$ cat src/verilog/trace_cfg.svh
// Sizes shared by the trace monitor RTL and its testbench
// TRACE_FIFO_DEPTH must stay a power of two, since the FIFO pointers wrap freely
`ifndef TRACE_CFG_SVH
`define TRACE_CFG_SVH

`define TRACE_PC_W        32   // Instruction address width
`define TRACE_SEQ_W       8    // Sequence tag, wraps after 256 fetches

// Free running cycle stamp, differences are taken modulo 2**16
`define TRACE_CYC_W       16

`define TRACE_STALL_W     4    // Per instruction stall count, saturates at 15

`define TRACE_FIFO_DEPTH  8    // Retire record entries
`define TRACE_CNT_W       16   // Statistics and drop counters, wrap

`endif

$ cat src/verilog/trace_pkg.sv
// Types shared by the trace monitor, stage encoding follows pipeline order
// EMPTY marks a slot with no instruction in it

package trace_pkg;

  ////////////////////////////////////////////////////////////////////////////
  // Pipeline stage of a tracked instruction
  ////////////////////////////////////////////////////////////////////////////
  typedef enum logic [2:0] {
    EMPTY,      // Slot holds nothing
    FETCH,      // IF
    DECODE,     // ID
    EXECUTE,    // EX
    MEMORY,     // MEM
    WRITEBACK   // WB, retires at the next edge
  } stage_t;

  // Event kinds seen by the statistics block
  typedef enum logic [1:0] {EVT_NONE, EVT_RETIRE, EVT_FLUSH, EVT_STALL} stat_evt_t;

endpackage

$ cat src/verilog/pipe_stage_tracker.sv
// Follows each fetched instruction through IF..WB under stall and flush
// Flush wins over stall; EX and later always advance, WB retires every edge
`timescale 1ns/1ps
`include "trace_cfg.svh"

module pipe_stage_tracker import trace_pkg::*; (
  input  logic                        clk,
  input  logic                        rst_n,
  input  logic                        fetch_valid,    // Sampled on rising edge
  input  logic [`TRACE_PC_W-1:0]      fetch_pc,
  input  logic                        stall,          // Level, holds IF and ID
  input  logic                        flush,          // One cycle pulse, kills IF and ID
  output logic                        slot_valid [5],
  output logic [`TRACE_SEQ_W-1:0]     slot_seq [5],
  output stage_t                      slot_stage [5],
  output logic                        retire_we,      // High while WB holds an instruction
  output logic [`TRACE_SEQ_W-1:0]     rec_seq,
  output logic [`TRACE_PC_W-1:0]      rec_pc,
  output logic [`TRACE_CYC_W-1:0]     rec_fetch_cyc,
  output logic [`TRACE_CYC_W-1:0]     rec_retire_cyc,
  output logic [`TRACE_STALL_W-1:0]   rec_stalls,
  output logic                        evt_retire,
  output logic [1:0]                  evt_flush_n,    // Valid slots killed this cycle
  output logic                        evt_stall
);

  // Slot index per stage, IF is the youngest
  localparam int IF_S  = 0;
  localparam int ID_S  = 1;
  localparam int EX_S  = 2;
  localparam int MEM_S = 3;
  localparam int WB_S  = 4;

  logic                      valid_q [5];
  logic [`TRACE_SEQ_W-1:0]   seq_q   [5];
  logic [`TRACE_PC_W-1:0]    pc_q    [5];
  logic [`TRACE_CYC_W-1:0]   fcyc_q  [5];   // Cycle stamp at acceptance
  logic [`TRACE_STALL_W-1:0] stl_q   [5];   // Stalled cycles so far

  logic [`TRACE_SEQ_W-1:0]   seq_cnt;       // Next tag to hand out
  logic [`TRACE_CYC_W-1:0]   cyc_cnt;       // Free running cycle stamp
  logic                      stalled;       // Stall that actually holds IF/ID
  logic                      accept;        // New fetch enters IF this edge

  // Saturating add of one stall cycle
  function automatic logic [`TRACE_STALL_W-1:0] sat_inc(
    input logic [`TRACE_STALL_W-1:0] v
  );
    return (v == '1) ? v : v + 1'b1;
  endfunction

  // Slot index to stage name
  function automatic stage_t stage_of(input int idx);
    case (idx)
      IF_S:    return FETCH;
      ID_S:    return DECODE;
      EX_S:    return EXECUTE;
      MEM_S:   return MEMORY;
      WB_S:    return WRITEBACK;
      default: return EMPTY;
    endcase
  endfunction

  assign stalled = stall & ~flush;                // Flush has priority
  assign accept  = fetch_valid & (~stall | flush);

  ////////////////////////////////////////////////////////////////////////////
  // Control state: slot valids, tag and cycle counters
  ////////////////////////////////////////////////////////////////////////////
  always_ff @(posedge clk or negedge rst_n) begin
    if (!rst_n) begin
      for (int i = 0; i < 5; i++) begin
        valid_q[i] <= 1'b0;
      end
      seq_cnt <= '0;
      cyc_cnt <= '0;
    end else begin
      cyc_cnt <= cyc_cnt + 1'b1;               // Every edge, wraps
      if (accept)
        seq_cnt <= seq_cnt + 1'b1;             // Only on acceptance

      valid_q[WB_S]  <= valid_q[MEM_S];        // WB entry leaves, MEM replaces it
      valid_q[MEM_S] <= valid_q[EX_S];
      valid_q[EX_S]  <= valid_q[ID_S] & ~stall & ~flush;   // Bubble on stall or flush

      // ID: killed, held, or refilled from IF
      if (flush)
        valid_q[ID_S] <= 1'b0;
      else if (!stall)
        valid_q[ID_S] <= valid_q[IF_S];

      // IF: new fetch, kill, hold, or drains into ID
      if (accept)
        valid_q[IF_S] <= 1'b1;
      else if (!stalled)
        valid_q[IF_S] <= 1'b0;
    end
  end

  ////////////////////////////////////////////////////////////////////////////
  // Payload per slot, meaningful only where the valid is set
  ////////////////////////////////////////////////////////////////////////////
  always_ff @(posedge clk) begin
    // EX..WB shift every edge
    for (int i = WB_S; i > ID_S; i--) begin
      seq_q[i]  <= seq_q[i-1];
      pc_q[i]   <= pc_q[i-1];
      fcyc_q[i] <= fcyc_q[i-1];
      stl_q[i]  <= stl_q[i-1];
    end

    if (stalled) begin
      stl_q[ID_S] <= sat_inc(stl_q[ID_S]);    // Held instruction counts the cycle
    end else begin
      seq_q[ID_S]  <= seq_q[IF_S];
      pc_q[ID_S]   <= pc_q[IF_S];
      fcyc_q[ID_S] <= fcyc_q[IF_S];
      stl_q[ID_S]  <= stl_q[IF_S];
    end

    if (accept) begin
      seq_q[IF_S]  <= seq_cnt;
      pc_q[IF_S]   <= fetch_pc;
      fcyc_q[IF_S] <= cyc_cnt;                 // Stamp of the accepting edge
      stl_q[IF_S]  <= '0;
    end else if (stalled) begin
      stl_q[IF_S]  <= sat_inc(stl_q[IF_S]);
    end
  end

  // Slot view for the lookup
  always_comb begin
    for (int i = 0; i < 5; i++) begin
      slot_valid[i] = valid_q[i];
      slot_seq[i]   = seq_q[i];
      slot_stage[i] = valid_q[i] ? stage_of(i) : EMPTY;
    end
  end

  // Retire record straight from the WB slot, written as WB clears
  assign retire_we      = valid_q[WB_S];
  assign rec_seq        = seq_q[WB_S];
  assign rec_pc         = pc_q[WB_S];
  assign rec_fetch_cyc  = fcyc_q[WB_S];
  assign rec_retire_cyc = cyc_cnt;             // Stamp of the leaving edge
  assign rec_stalls     = stl_q[WB_S];

  // Statistics strobes
  assign evt_retire  = valid_q[WB_S];
  assign evt_flush_n = flush ? ({1'b0, valid_q[IF_S]} + {1'b0, valid_q[ID_S]}) : 2'd0;
  assign evt_stall   = stalled & (valid_q[IF_S] | valid_q[ID_S]);

endmodule

$ cat src/verilog/stage_lookup.sv
// Combinational tag search over the tracker slots, no latency
// After the tag wraps two slots may match, the youngest one is reported
`timescale 1ns/1ps
`include "trace_cfg.svh"

module stage_lookup import trace_pkg::*; (
  input  logic                     slot_valid [5],
  input  logic [`TRACE_SEQ_W-1:0]  slot_seq [5],
  input  stage_t                   slot_stage [5],
  input  logic [`TRACE_SEQ_W-1:0]  query_seq,      // Tag to find
  output logic                     query_hit,
  output stage_t                   query_stage     // EMPTY on a miss
);

  ////////////////////////////////////////////////////////////////////////////
  // Priority search, oldest first so a younger match overrides it
  ////////////////////////////////////////////////////////////////////////////
  always_comb begin
    query_hit   = 1'b0;
    query_stage = EMPTY;
    for (int i = 4; i >= 0; i--) begin
      // Slot 0 is IF, so the last hit in this order is the youngest
      if (slot_valid[i] && (slot_seq[i] == query_seq)) begin
        query_hit   = 1'b1;
        query_stage = slot_stage[i];
      end
    end
  end

endmodule

$ cat src/verilog/retire_fifo.sv
// Show-ahead FIFO of retire records, head valid whenever empty is low
// A write into a full FIFO is dropped and counted, unless a pop frees a slot
`timescale 1ns/1ps
`include "trace_cfg.svh"

module retire_fifo (
  input  logic                        clk,
  input  logic                        rst_n,
  input  logic                        we,
  input  logic [`TRACE_SEQ_W-1:0]     wr_seq,
  input  logic [`TRACE_PC_W-1:0]      wr_pc,
  input  logic [`TRACE_CYC_W-1:0]     wr_fetch_cyc,
  input  logic [`TRACE_CYC_W-1:0]     wr_retire_cyc,
  input  logic [`TRACE_STALL_W-1:0]   wr_stalls,
  input  logic                        rd_en,          // Ignored while empty
  output logic                        empty,
  output logic [`TRACE_SEQ_W-1:0]     rd_seq,
  output logic [`TRACE_PC_W-1:0]      rd_pc,
  output logic [`TRACE_CYC_W-1:0]     rd_fetch_cyc,
  output logic [`TRACE_CYC_W-1:0]     rd_retire_cyc,
  output logic [`TRACE_STALL_W-1:0]   rd_stalls,
  output logic [`TRACE_CNT_W-1:0]     drop_count
);

  localparam int AW = $clog2(`TRACE_FIFO_DEPTH);

  logic [`TRACE_SEQ_W-1:0]   seq_mem  [`TRACE_FIFO_DEPTH];
  logic [`TRACE_PC_W-1:0]    pc_mem   [`TRACE_FIFO_DEPTH];
  logic [`TRACE_CYC_W-1:0]   fcyc_mem [`TRACE_FIFO_DEPTH];
  logic [`TRACE_CYC_W-1:0]   rcyc_mem [`TRACE_FIFO_DEPTH];
  logic [`TRACE_STALL_W-1:0] stl_mem  [`TRACE_FIFO_DEPTH];

  logic [AW-1:0] wr_ptr;       // Wraps at depth
  logic [AW-1:0] rd_ptr;
  logic [AW:0]   fill;         // 0..depth
  logic          full;
  logic          pop;
  logic          push;

  assign empty = (fill == '0);
  assign full  = (fill == (AW+1)'(`TRACE_FIFO_DEPTH));
  assign pop   = rd_en & ~empty;
  assign push  = we & (~full | pop);           // Pop frees the slot this edge

  ////////////////////////////////////////////////////////////////////////////
  // Pointers, fill level and drop counter
  ////////////////////////////////////////////////////////////////////////////
  always_ff @(posedge clk or negedge rst_n) begin
    if (!rst_n) begin
      wr_ptr     <= '0;
      rd_ptr     <= '0;
      fill       <= '0;
      drop_count <= '0;
    end else begin
      if (push) wr_ptr <= wr_ptr + 1'b1;
      if (pop)  rd_ptr <= rd_ptr + 1'b1;
      if (push && !pop)
        fill <= fill + 1'b1;
      else if (pop && !push)
        fill <= fill - 1'b1;
      if (we && !push)
        drop_count <= drop_count + 1'b1;       // Record lost, pipeline keeps going
    end
  end

  // Storage
  always_ff @(posedge clk) begin
    if (push) begin
      seq_mem[wr_ptr]  <= wr_seq;
      pc_mem[wr_ptr]   <= wr_pc;
      fcyc_mem[wr_ptr] <= wr_fetch_cyc;
      rcyc_mem[wr_ptr] <= wr_retire_cyc;
      stl_mem[wr_ptr]  <= wr_stalls;
    end
  end

  // Head shown without a read cycle
  assign rd_seq        = seq_mem[rd_ptr];
  assign rd_pc         = pc_mem[rd_ptr];
  assign rd_fetch_cyc  = fcyc_mem[rd_ptr];
  assign rd_retire_cyc = rcyc_mem[rd_ptr];
  assign rd_stalls     = stl_mem[rd_ptr];

endmodule

$ cat src/verilog/trace_stats.sv
// Wrapping event counters, each updates at the edge after its strobe
`timescale 1ns/1ps
`include "trace_cfg.svh"

module trace_stats import trace_pkg::*; (
  input  logic                     clk,
  input  logic                     rst_n,
  input  logic                     evt_retire,
  input  logic [1:0]               evt_flush_n,    // 0..2 killed this cycle
  input  logic                     evt_stall,
  output logic [`TRACE_CNT_W-1:0]  retired_count,
  output logic [`TRACE_CNT_W-1:0]  flushed_count,
  output logic [`TRACE_CNT_W-1:0]  stall_count
);

  // One decoded kind per strobe, strobes may coincide
  stat_evt_t kind_ret;
  stat_evt_t kind_fl;
  stat_evt_t kind_st;

  assign kind_ret = evt_retire           ? EVT_RETIRE : EVT_NONE;
  assign kind_fl  = (evt_flush_n != '0)  ? EVT_FLUSH  : EVT_NONE;
  assign kind_st  = evt_stall            ? EVT_STALL  : EVT_NONE;

  always_ff @(posedge clk or negedge rst_n) begin
    if (!rst_n) begin
      retired_count <= '0;
      flushed_count <= '0;
      stall_count   <= '0;
    end else begin
      if (kind_ret == EVT_RETIRE)
        retired_count <= retired_count + 1'b1;
      if (kind_fl == EVT_FLUSH)
        flushed_count <= flushed_count + `TRACE_CNT_W'(evt_flush_n);   // Adds the kill count
      if (kind_st == EVT_STALL)
        stall_count <= stall_count + 1'b1;
    end
  end

endmodule

$ cat src/verilog/pipe_trace_top.sv
// Trace monitor top, fetch/stall/flush are plain strobes with no handshake
// Records pop with rd_en; a full FIFO drops new records into drop_count
`timescale 1ns/1ps
`include "trace_cfg.svh"

module pipe_trace_top import trace_pkg::*; (
  input  logic                       clk,
  input  logic                       rst_n,
  input  logic                       fetch_valid,
  input  logic [`TRACE_PC_W-1:0]     fetch_pc,
  input  logic                       stall,
  input  logic                       flush,
  input  logic [`TRACE_SEQ_W-1:0]    query_seq,
  input  logic                       rd_en,
  output logic                       query_hit,
  output stage_t                     query_stage,
  output logic                       ret_empty,
  output logic [`TRACE_SEQ_W-1:0]    ret_seq,
  output logic [`TRACE_PC_W-1:0]     ret_pc,
  output logic [`TRACE_CYC_W-1:0]    ret_fetch_cyc,
  output logic [`TRACE_CYC_W-1:0]    ret_retire_cyc,
  output logic [`TRACE_STALL_W-1:0]  ret_stalls,
  output logic [`TRACE_CNT_W-1:0]    retired_count,
  output logic [`TRACE_CNT_W-1:0]    flushed_count,
  output logic [`TRACE_CNT_W-1:0]    stall_count,
  output logic [`TRACE_CNT_W-1:0]    drop_count
);

  // Slot view, tracker to lookup
  logic                      slot_valid [5];
  logic [`TRACE_SEQ_W-1:0]   slot_seq [5];
  stage_t                    slot_stage [5];

  // Retire record, tracker to FIFO
  logic                      retire_we;
  logic [`TRACE_SEQ_W-1:0]   rec_seq;
  logic [`TRACE_PC_W-1:0]    rec_pc;
  logic [`TRACE_CYC_W-1:0]   rec_fetch_cyc;
  logic [`TRACE_CYC_W-1:0]   rec_retire_cyc;
  logic [`TRACE_STALL_W-1:0] rec_stalls;

  // Event strobes, tracker to statistics
  logic                      evt_retire;
  logic [1:0]                evt_flush_n;
  logic                      evt_stall;

  pipe_stage_tracker u_tracker (
    .clk, .rst_n, .fetch_valid, .fetch_pc, .stall, .flush,
    .slot_valid, .slot_seq, .slot_stage,
    .retire_we, .rec_seq, .rec_pc, .rec_fetch_cyc, .rec_retire_cyc, .rec_stalls,
    .evt_retire, .evt_flush_n, .evt_stall
  );

  stage_lookup u_lookup (
    .slot_valid, .slot_seq, .slot_stage, .query_seq, .query_hit, .query_stage
  );

  retire_fifo u_fifo (
    .clk, .rst_n,
    .we            (retire_we),
    .wr_seq        (rec_seq),
    .wr_pc         (rec_pc),
    .wr_fetch_cyc  (rec_fetch_cyc),
    .wr_retire_cyc (rec_retire_cyc),
    .wr_stalls     (rec_stalls),
    .rd_en,
    .empty         (ret_empty),
    .rd_seq        (ret_seq),
    .rd_pc         (ret_pc),
    .rd_fetch_cyc  (ret_fetch_cyc),
    .rd_retire_cyc (ret_retire_cyc),
    .rd_stalls     (ret_stalls),
    .drop_count
  );

  trace_stats u_stats (
    .clk, .rst_n, .evt_retire, .evt_flush_n, .evt_stall,
    .retired_count, .flushed_count, .stall_count
  );

endmodule

$ cat config.mk
export PLATFORM = sky130hd
export DESIGN_NAME = pipe_trace_top
export DESIGN_NICKNAME = d
export VERILOG_FILES = /design/src/verilog/trace_pkg.sv /design/src/verilog/pipe_stage_tracker.sv /design/src/verilog/stage_lookup.sv /design/src/verilog/retire_fifo.sv /design/src/verilog/trace_stats.sv /design/src/verilog/pipe_trace_top.sv
export VERILOG_INCLUDE_DIRS = /design/src /design/src/verilog
export SDC_FILE = /design/constraint.sdc
export NUM_CORES = 1
export LEC_CHECK = 0
export BUFFER_PORTS_ARGS = -buffer_cell sky130_fd_sc_hd__buf_4
export CORE_ASPECT_RATIO = 0.6
export CORE_UTILIZATION = 65
export DETAILED_ROUTE_END_ITERATION = 10
export PLACE_DENSITY = 0.85
export SYNTH_ARGS = -nofsm -noshare
export SYNTH_HDL_FRONTEND = slang
export SYNTH_SLANG_ARGS = --single-unit
$ cat constraint.sdc
create_clock -name clk -period 10.8 [get_ports clk]
set_input_delay 2.16 -clock clk [delete_from_list [all_inputs] [get_ports clk]]
set_output_delay 2.16 -clock clk [all_outputs]
set_load 0.02 [all_outputs]
==> qor.csv <==
stage;metric;value;unit
critical_path;CP max-delay cell;dfrtp_4;
power_and_ir_drop;Reg power frac;47.5;%
grt;global-route wire length before repair;105000;um
finish;P&R area growth vs syn;14.3;%
power_and_ir_drop;Int Power;7.15;mW
drt;Routed Antenna Nets;0;
timing;Worst Slack Setup Final;4420;ps
finish;layout cells sized above 1;30.4;%
min_path;hold wc startpoint;u_tracker.pc_q[0][121]$_DFF_P_;
clocking;H-tree Lvls;3;
power_and_ir_drop;clock group share of total power;31.2;%
timing;RSZ-0062 raised after global routing;no;
finish;Antenna diodes;0;
min_path;HP Class;reg2reg;
drt;DR vias;16400;
timing;max-slew violations;0;
floorplan;Starting Density;66.4;%
clocking;CTS Buf Count;83;
placed_design;routability congestion estimate;0.849;
run;max cap viols;0;
critical_path;CP required;8640;ps
yosys;Syn Nets;1736;
timing;crit path time final;6380;ps
critical_path;Max FO, Critical Path;42;
timing;final setup violation count;0;
power_and_ir_drop;Net Sw Power;2.67;mW
critical_path;crit path launch;u_fifo.rd_ptr[0]$_DFFE_PN0P_;
critical_path;cell repeated most along the worst path;buf_4;
drt;DRC;0;
yosys;largest area contributor in the netlist;edfxtp_1;
critical_path;r2r startpoint;u_tracker.evt_retire$_DFF_PN0_;
timing;Setup TNS;0;ps
power_and_ir_drop;Switching Fraction;27.2;%
floorplan;DIE WIDTH;303;um
timing;Slew Limit Headroom;25.2;%
clocking;clk sinks;1011;
clocking;worst-case clock buffer depth;3;
power_and_ir_drop;Power per Cell Area;244;nW/um2
run_status;run status;complete, no violations;
yosys;synth top area cells;edfxtp_1 62%, dfxtp_1 10%, mux4_2 9.7%, dfrtp_1 7.3%, mux2_2 2.7%;
yosys;number of synthesized flops with an enable pin;728;
power_and_ir_drop;Comb power frac;21.2;%
yosys;Yosys top cell area share;62.0;%
finish;Total Nets Final;1978;
yosys;count of cell types in the netlist;43;
floorplan;core area;53000;um2
finish;FILL cells;2701;
critical_path;startpoint type of the worst setup path;flip-flop;
timing;Clock Skew;32.0;ps
grt;remaining global-route overflow;0;
clocking;CTS tree;done;
yosys;sequential-to-total area share from yosys stat;79.6;%
critical_path;Worst Path Buf+Inv;3;
critical_path;WS Path Type;reg2out;
drt;DRT iter0 DRCs;1634;
timing;Peak Freq;0.157;GHz
critical_path;CP max stage delay;980;ps
yosys;number of synthesized register bits;1011;
critical_path;Critical Path AT;4220;ps
clocking;clk_lat worst skew;620;ps
critical_path;cell family with most CP delay;buffers and inverters;
grt;initial antenna violation count;1;
drt;final wirelength;70600;um
drt;DR pass1 iterations;5;
floorplan;die area;55200;um2
placed_design;DP HPWL;38200;um
yosys;mean area per synthesized cell;21.1;um2
drt;wire length per cell;26.3;um
critical_path;Cell Chain, Critical Path;buf_4 > buf_4 > mux4_2 > mux2_2 > buf_4;
grt;largest net degree at the start of global routing;72;
floorplan;# rows;65;
grt;vias in the first global route;17100;
drt;Via density;6.12;
grt;All-Layer GR Usage;26.1;%
timing;Fin. Hold Viols;0;
timing;Slew @ Worst Pin;1120;ps
floorplan;height of the die;182;um
power_and_ir_drop;Leak;14.2;nW
yosys;Main synth FF type;edfxtp_1;
yosys;Mapped Cells;1672;
critical_path;crit end category;output port;
floorplan;Ports;191;
placed_design;Port Buffers;190;
clocking;Worst-path clk slew;70;ps
power_and_ir_drop;Peak VDD IR;118;uV
yosys;Async S/R FF share, synth;10.2;%
clocking;clock root cell;clkbuf_16;
clocking;post-CTS sizing;0;
placed_design;Setup WS pre-CTS;4940;ps
yosys;synthesized cell area;35200;um2
yosys;Synth warnings;0;
clocking;Post-CTS Hold Buffers;0;
clocking;Setup Buffers After CTS;0;
timing;crit share post-route;59.1;%
-- worst register-to-register path, cell delays in order (launching register included) --
cell	delay, ps
dfrtp_1	620
a21boi_1	550
nand2_1	350
nor2_4	850
buf_4	920
-- placed cells by master, fill, tap and decap left out, types with 7 or more instances in the layout --
master     synthesis  final
clkbuf_1          26     14
mux4_2           152    152
xor2_1            28     28
nand4_1           24     24
mux2_2            83     83
nor2_1            34     28
clkinv_2           0     17
nor3_1            14     12
inv_1             13     11
dfrtp_1          103    100
clkbuf_16          0     85
buf_4              0    210
ha_1              16     16
nand3_1           30     30
and3_1            10     10
clkbuf_8           0     14
edfxtp_1         728    728
nand2_1           51     51
xnor2_1          104    104
bufinv_16          0      7
dfxtp_1          180    180
-- final cells by class --
class	count	area [um2]	area share, %
tap	703	880	2.18
inverter	13	51.3	0.127
multi-input combinational	595	6910	17.2
sequential	1011	28100	69.6
timing repair buffer	210	1580	3.91
clock buffer	113	2370	5.89
clock inverter	41	435	1.08
-- kinds of logic after synthesis --
kind of cell    after synthesis  synth area share [%]
mux                         236                  12.4
compound gates               15                 0.241
buf+inv                      66                 0.952
xor+xnor                    132                  3.28
flops                      1011                  79.6
simple gates                194                  2.86
fa+ha+maj                    18                 0.682
-- registers in the layout, indices dropped and copies added, names as in the netlist --
signal	count
u_fifo.stl_mem	32
u_tracker.pc_q	160
u_fifo.wr_ptr	3
u_tracker.evt_retire	1
u_tracker.stl_q	20
u_tracker.rec_retire_cyc	16
u_fifo.fcyc_mem	128
u_fifo.rcyc_mem	128
u_stats.flushed_count	16
u_stats.stall_count	16
u_tracker.seq_q	40
u_tracker.fcyc_q	80
u_tracker.seq_cnt	8
u_fifo.drop_count	16
u_fifo.fill	4
u_fifo.pc_mem	256
u_fifo.rd_ptr	3
u_tracker.slot_valid	4
u_fifo.seq_mem	64
u_stats.retired_count	16
-- power groups by stage --
stage          Clock, mW  Combinational (mW)  Sequential (mW)
5_1_grt             3.26                2.20             4.70
3_5_place_dp           0                2.08             4.75
3_3_place_gp           0                2.04             4.73
2_1_floorplan          0                1.49             4.60
4_1_cts             3.11                2.12             4.67
6_report            3.07                2.08             4.67
-- final timing paths --
kind                                                      to  slack, ps  cells after the start
setup / recovery                                  ret_pc[13]       4420                      5
hold / removal                u_tracker.pc_q[0][153]$_DFF_P_        320                      0
setup reg to reg              u_fifo.pc_mem[3][12]$_DFFE_PP_       7090                      4
hold reg to reg               u_tracker.pc_q[0][153]$_DFF_P_        320                      0
max in group asynchronous       u_fifo.rd_ptr[2]$_DFFE_PN0P_       7950                      2
min in group asynchronous  u_fifo.drop_count[10]$_DFFE_PN0P_       1510                      1
-- cell usage after synthesis (2+ instances only) --
library cell / instances
o21ai_0: 6
ha_1: 16
nor2_1: 34
edfxtp_1: 728
dfrtp_1: 103
and4_1: 5
nand4_1: 24
or3_1: 3
fa_1: 2
and3_1: 10
mux4_2: 152
nand3_2: 2
and2_1: 3
dfxtp_1: 180
inv_1: 13
buf_2: 16
xor2_1: 28
buf_1: 2
o21ai_1: 2
nand2_1: 51
nor3_1: 14
buf_6: 9
nor2b_1: 2
nand3_1: 30
nor3_2: 2
nand2b_1: 4
nor4_1: 3
clkbuf_1: 26
a21oi_1: 3
xnor2_1: 104
mux2_2: 83
-- per-stage QoR --
stage	std cells	area, um2	util, %	power [mW]	hold slack [ps]
2_1_floorplan	1672	35200	-	6.09	310
3_3_place_gp	2532	37500	70.7	6.77	311
3_5_place_dp	2532	37500	70.7	6.83	312
4_1_cts	2686	40300	76.0	9.90	324
5_1_grt	2686	40300	76.0	10.2	331
6_report	2686	40300	76.0	9.82	320
-- layer usage --
layer	global-route usage, %	wire, um	share of wire, %
met5	0	0	0
met4	6.77	1620	2.3
met3	4.57	4800	6.8
met2	42.5	35100	50
met1	37.3	29000	41
(Power assumes the default switching activity.)
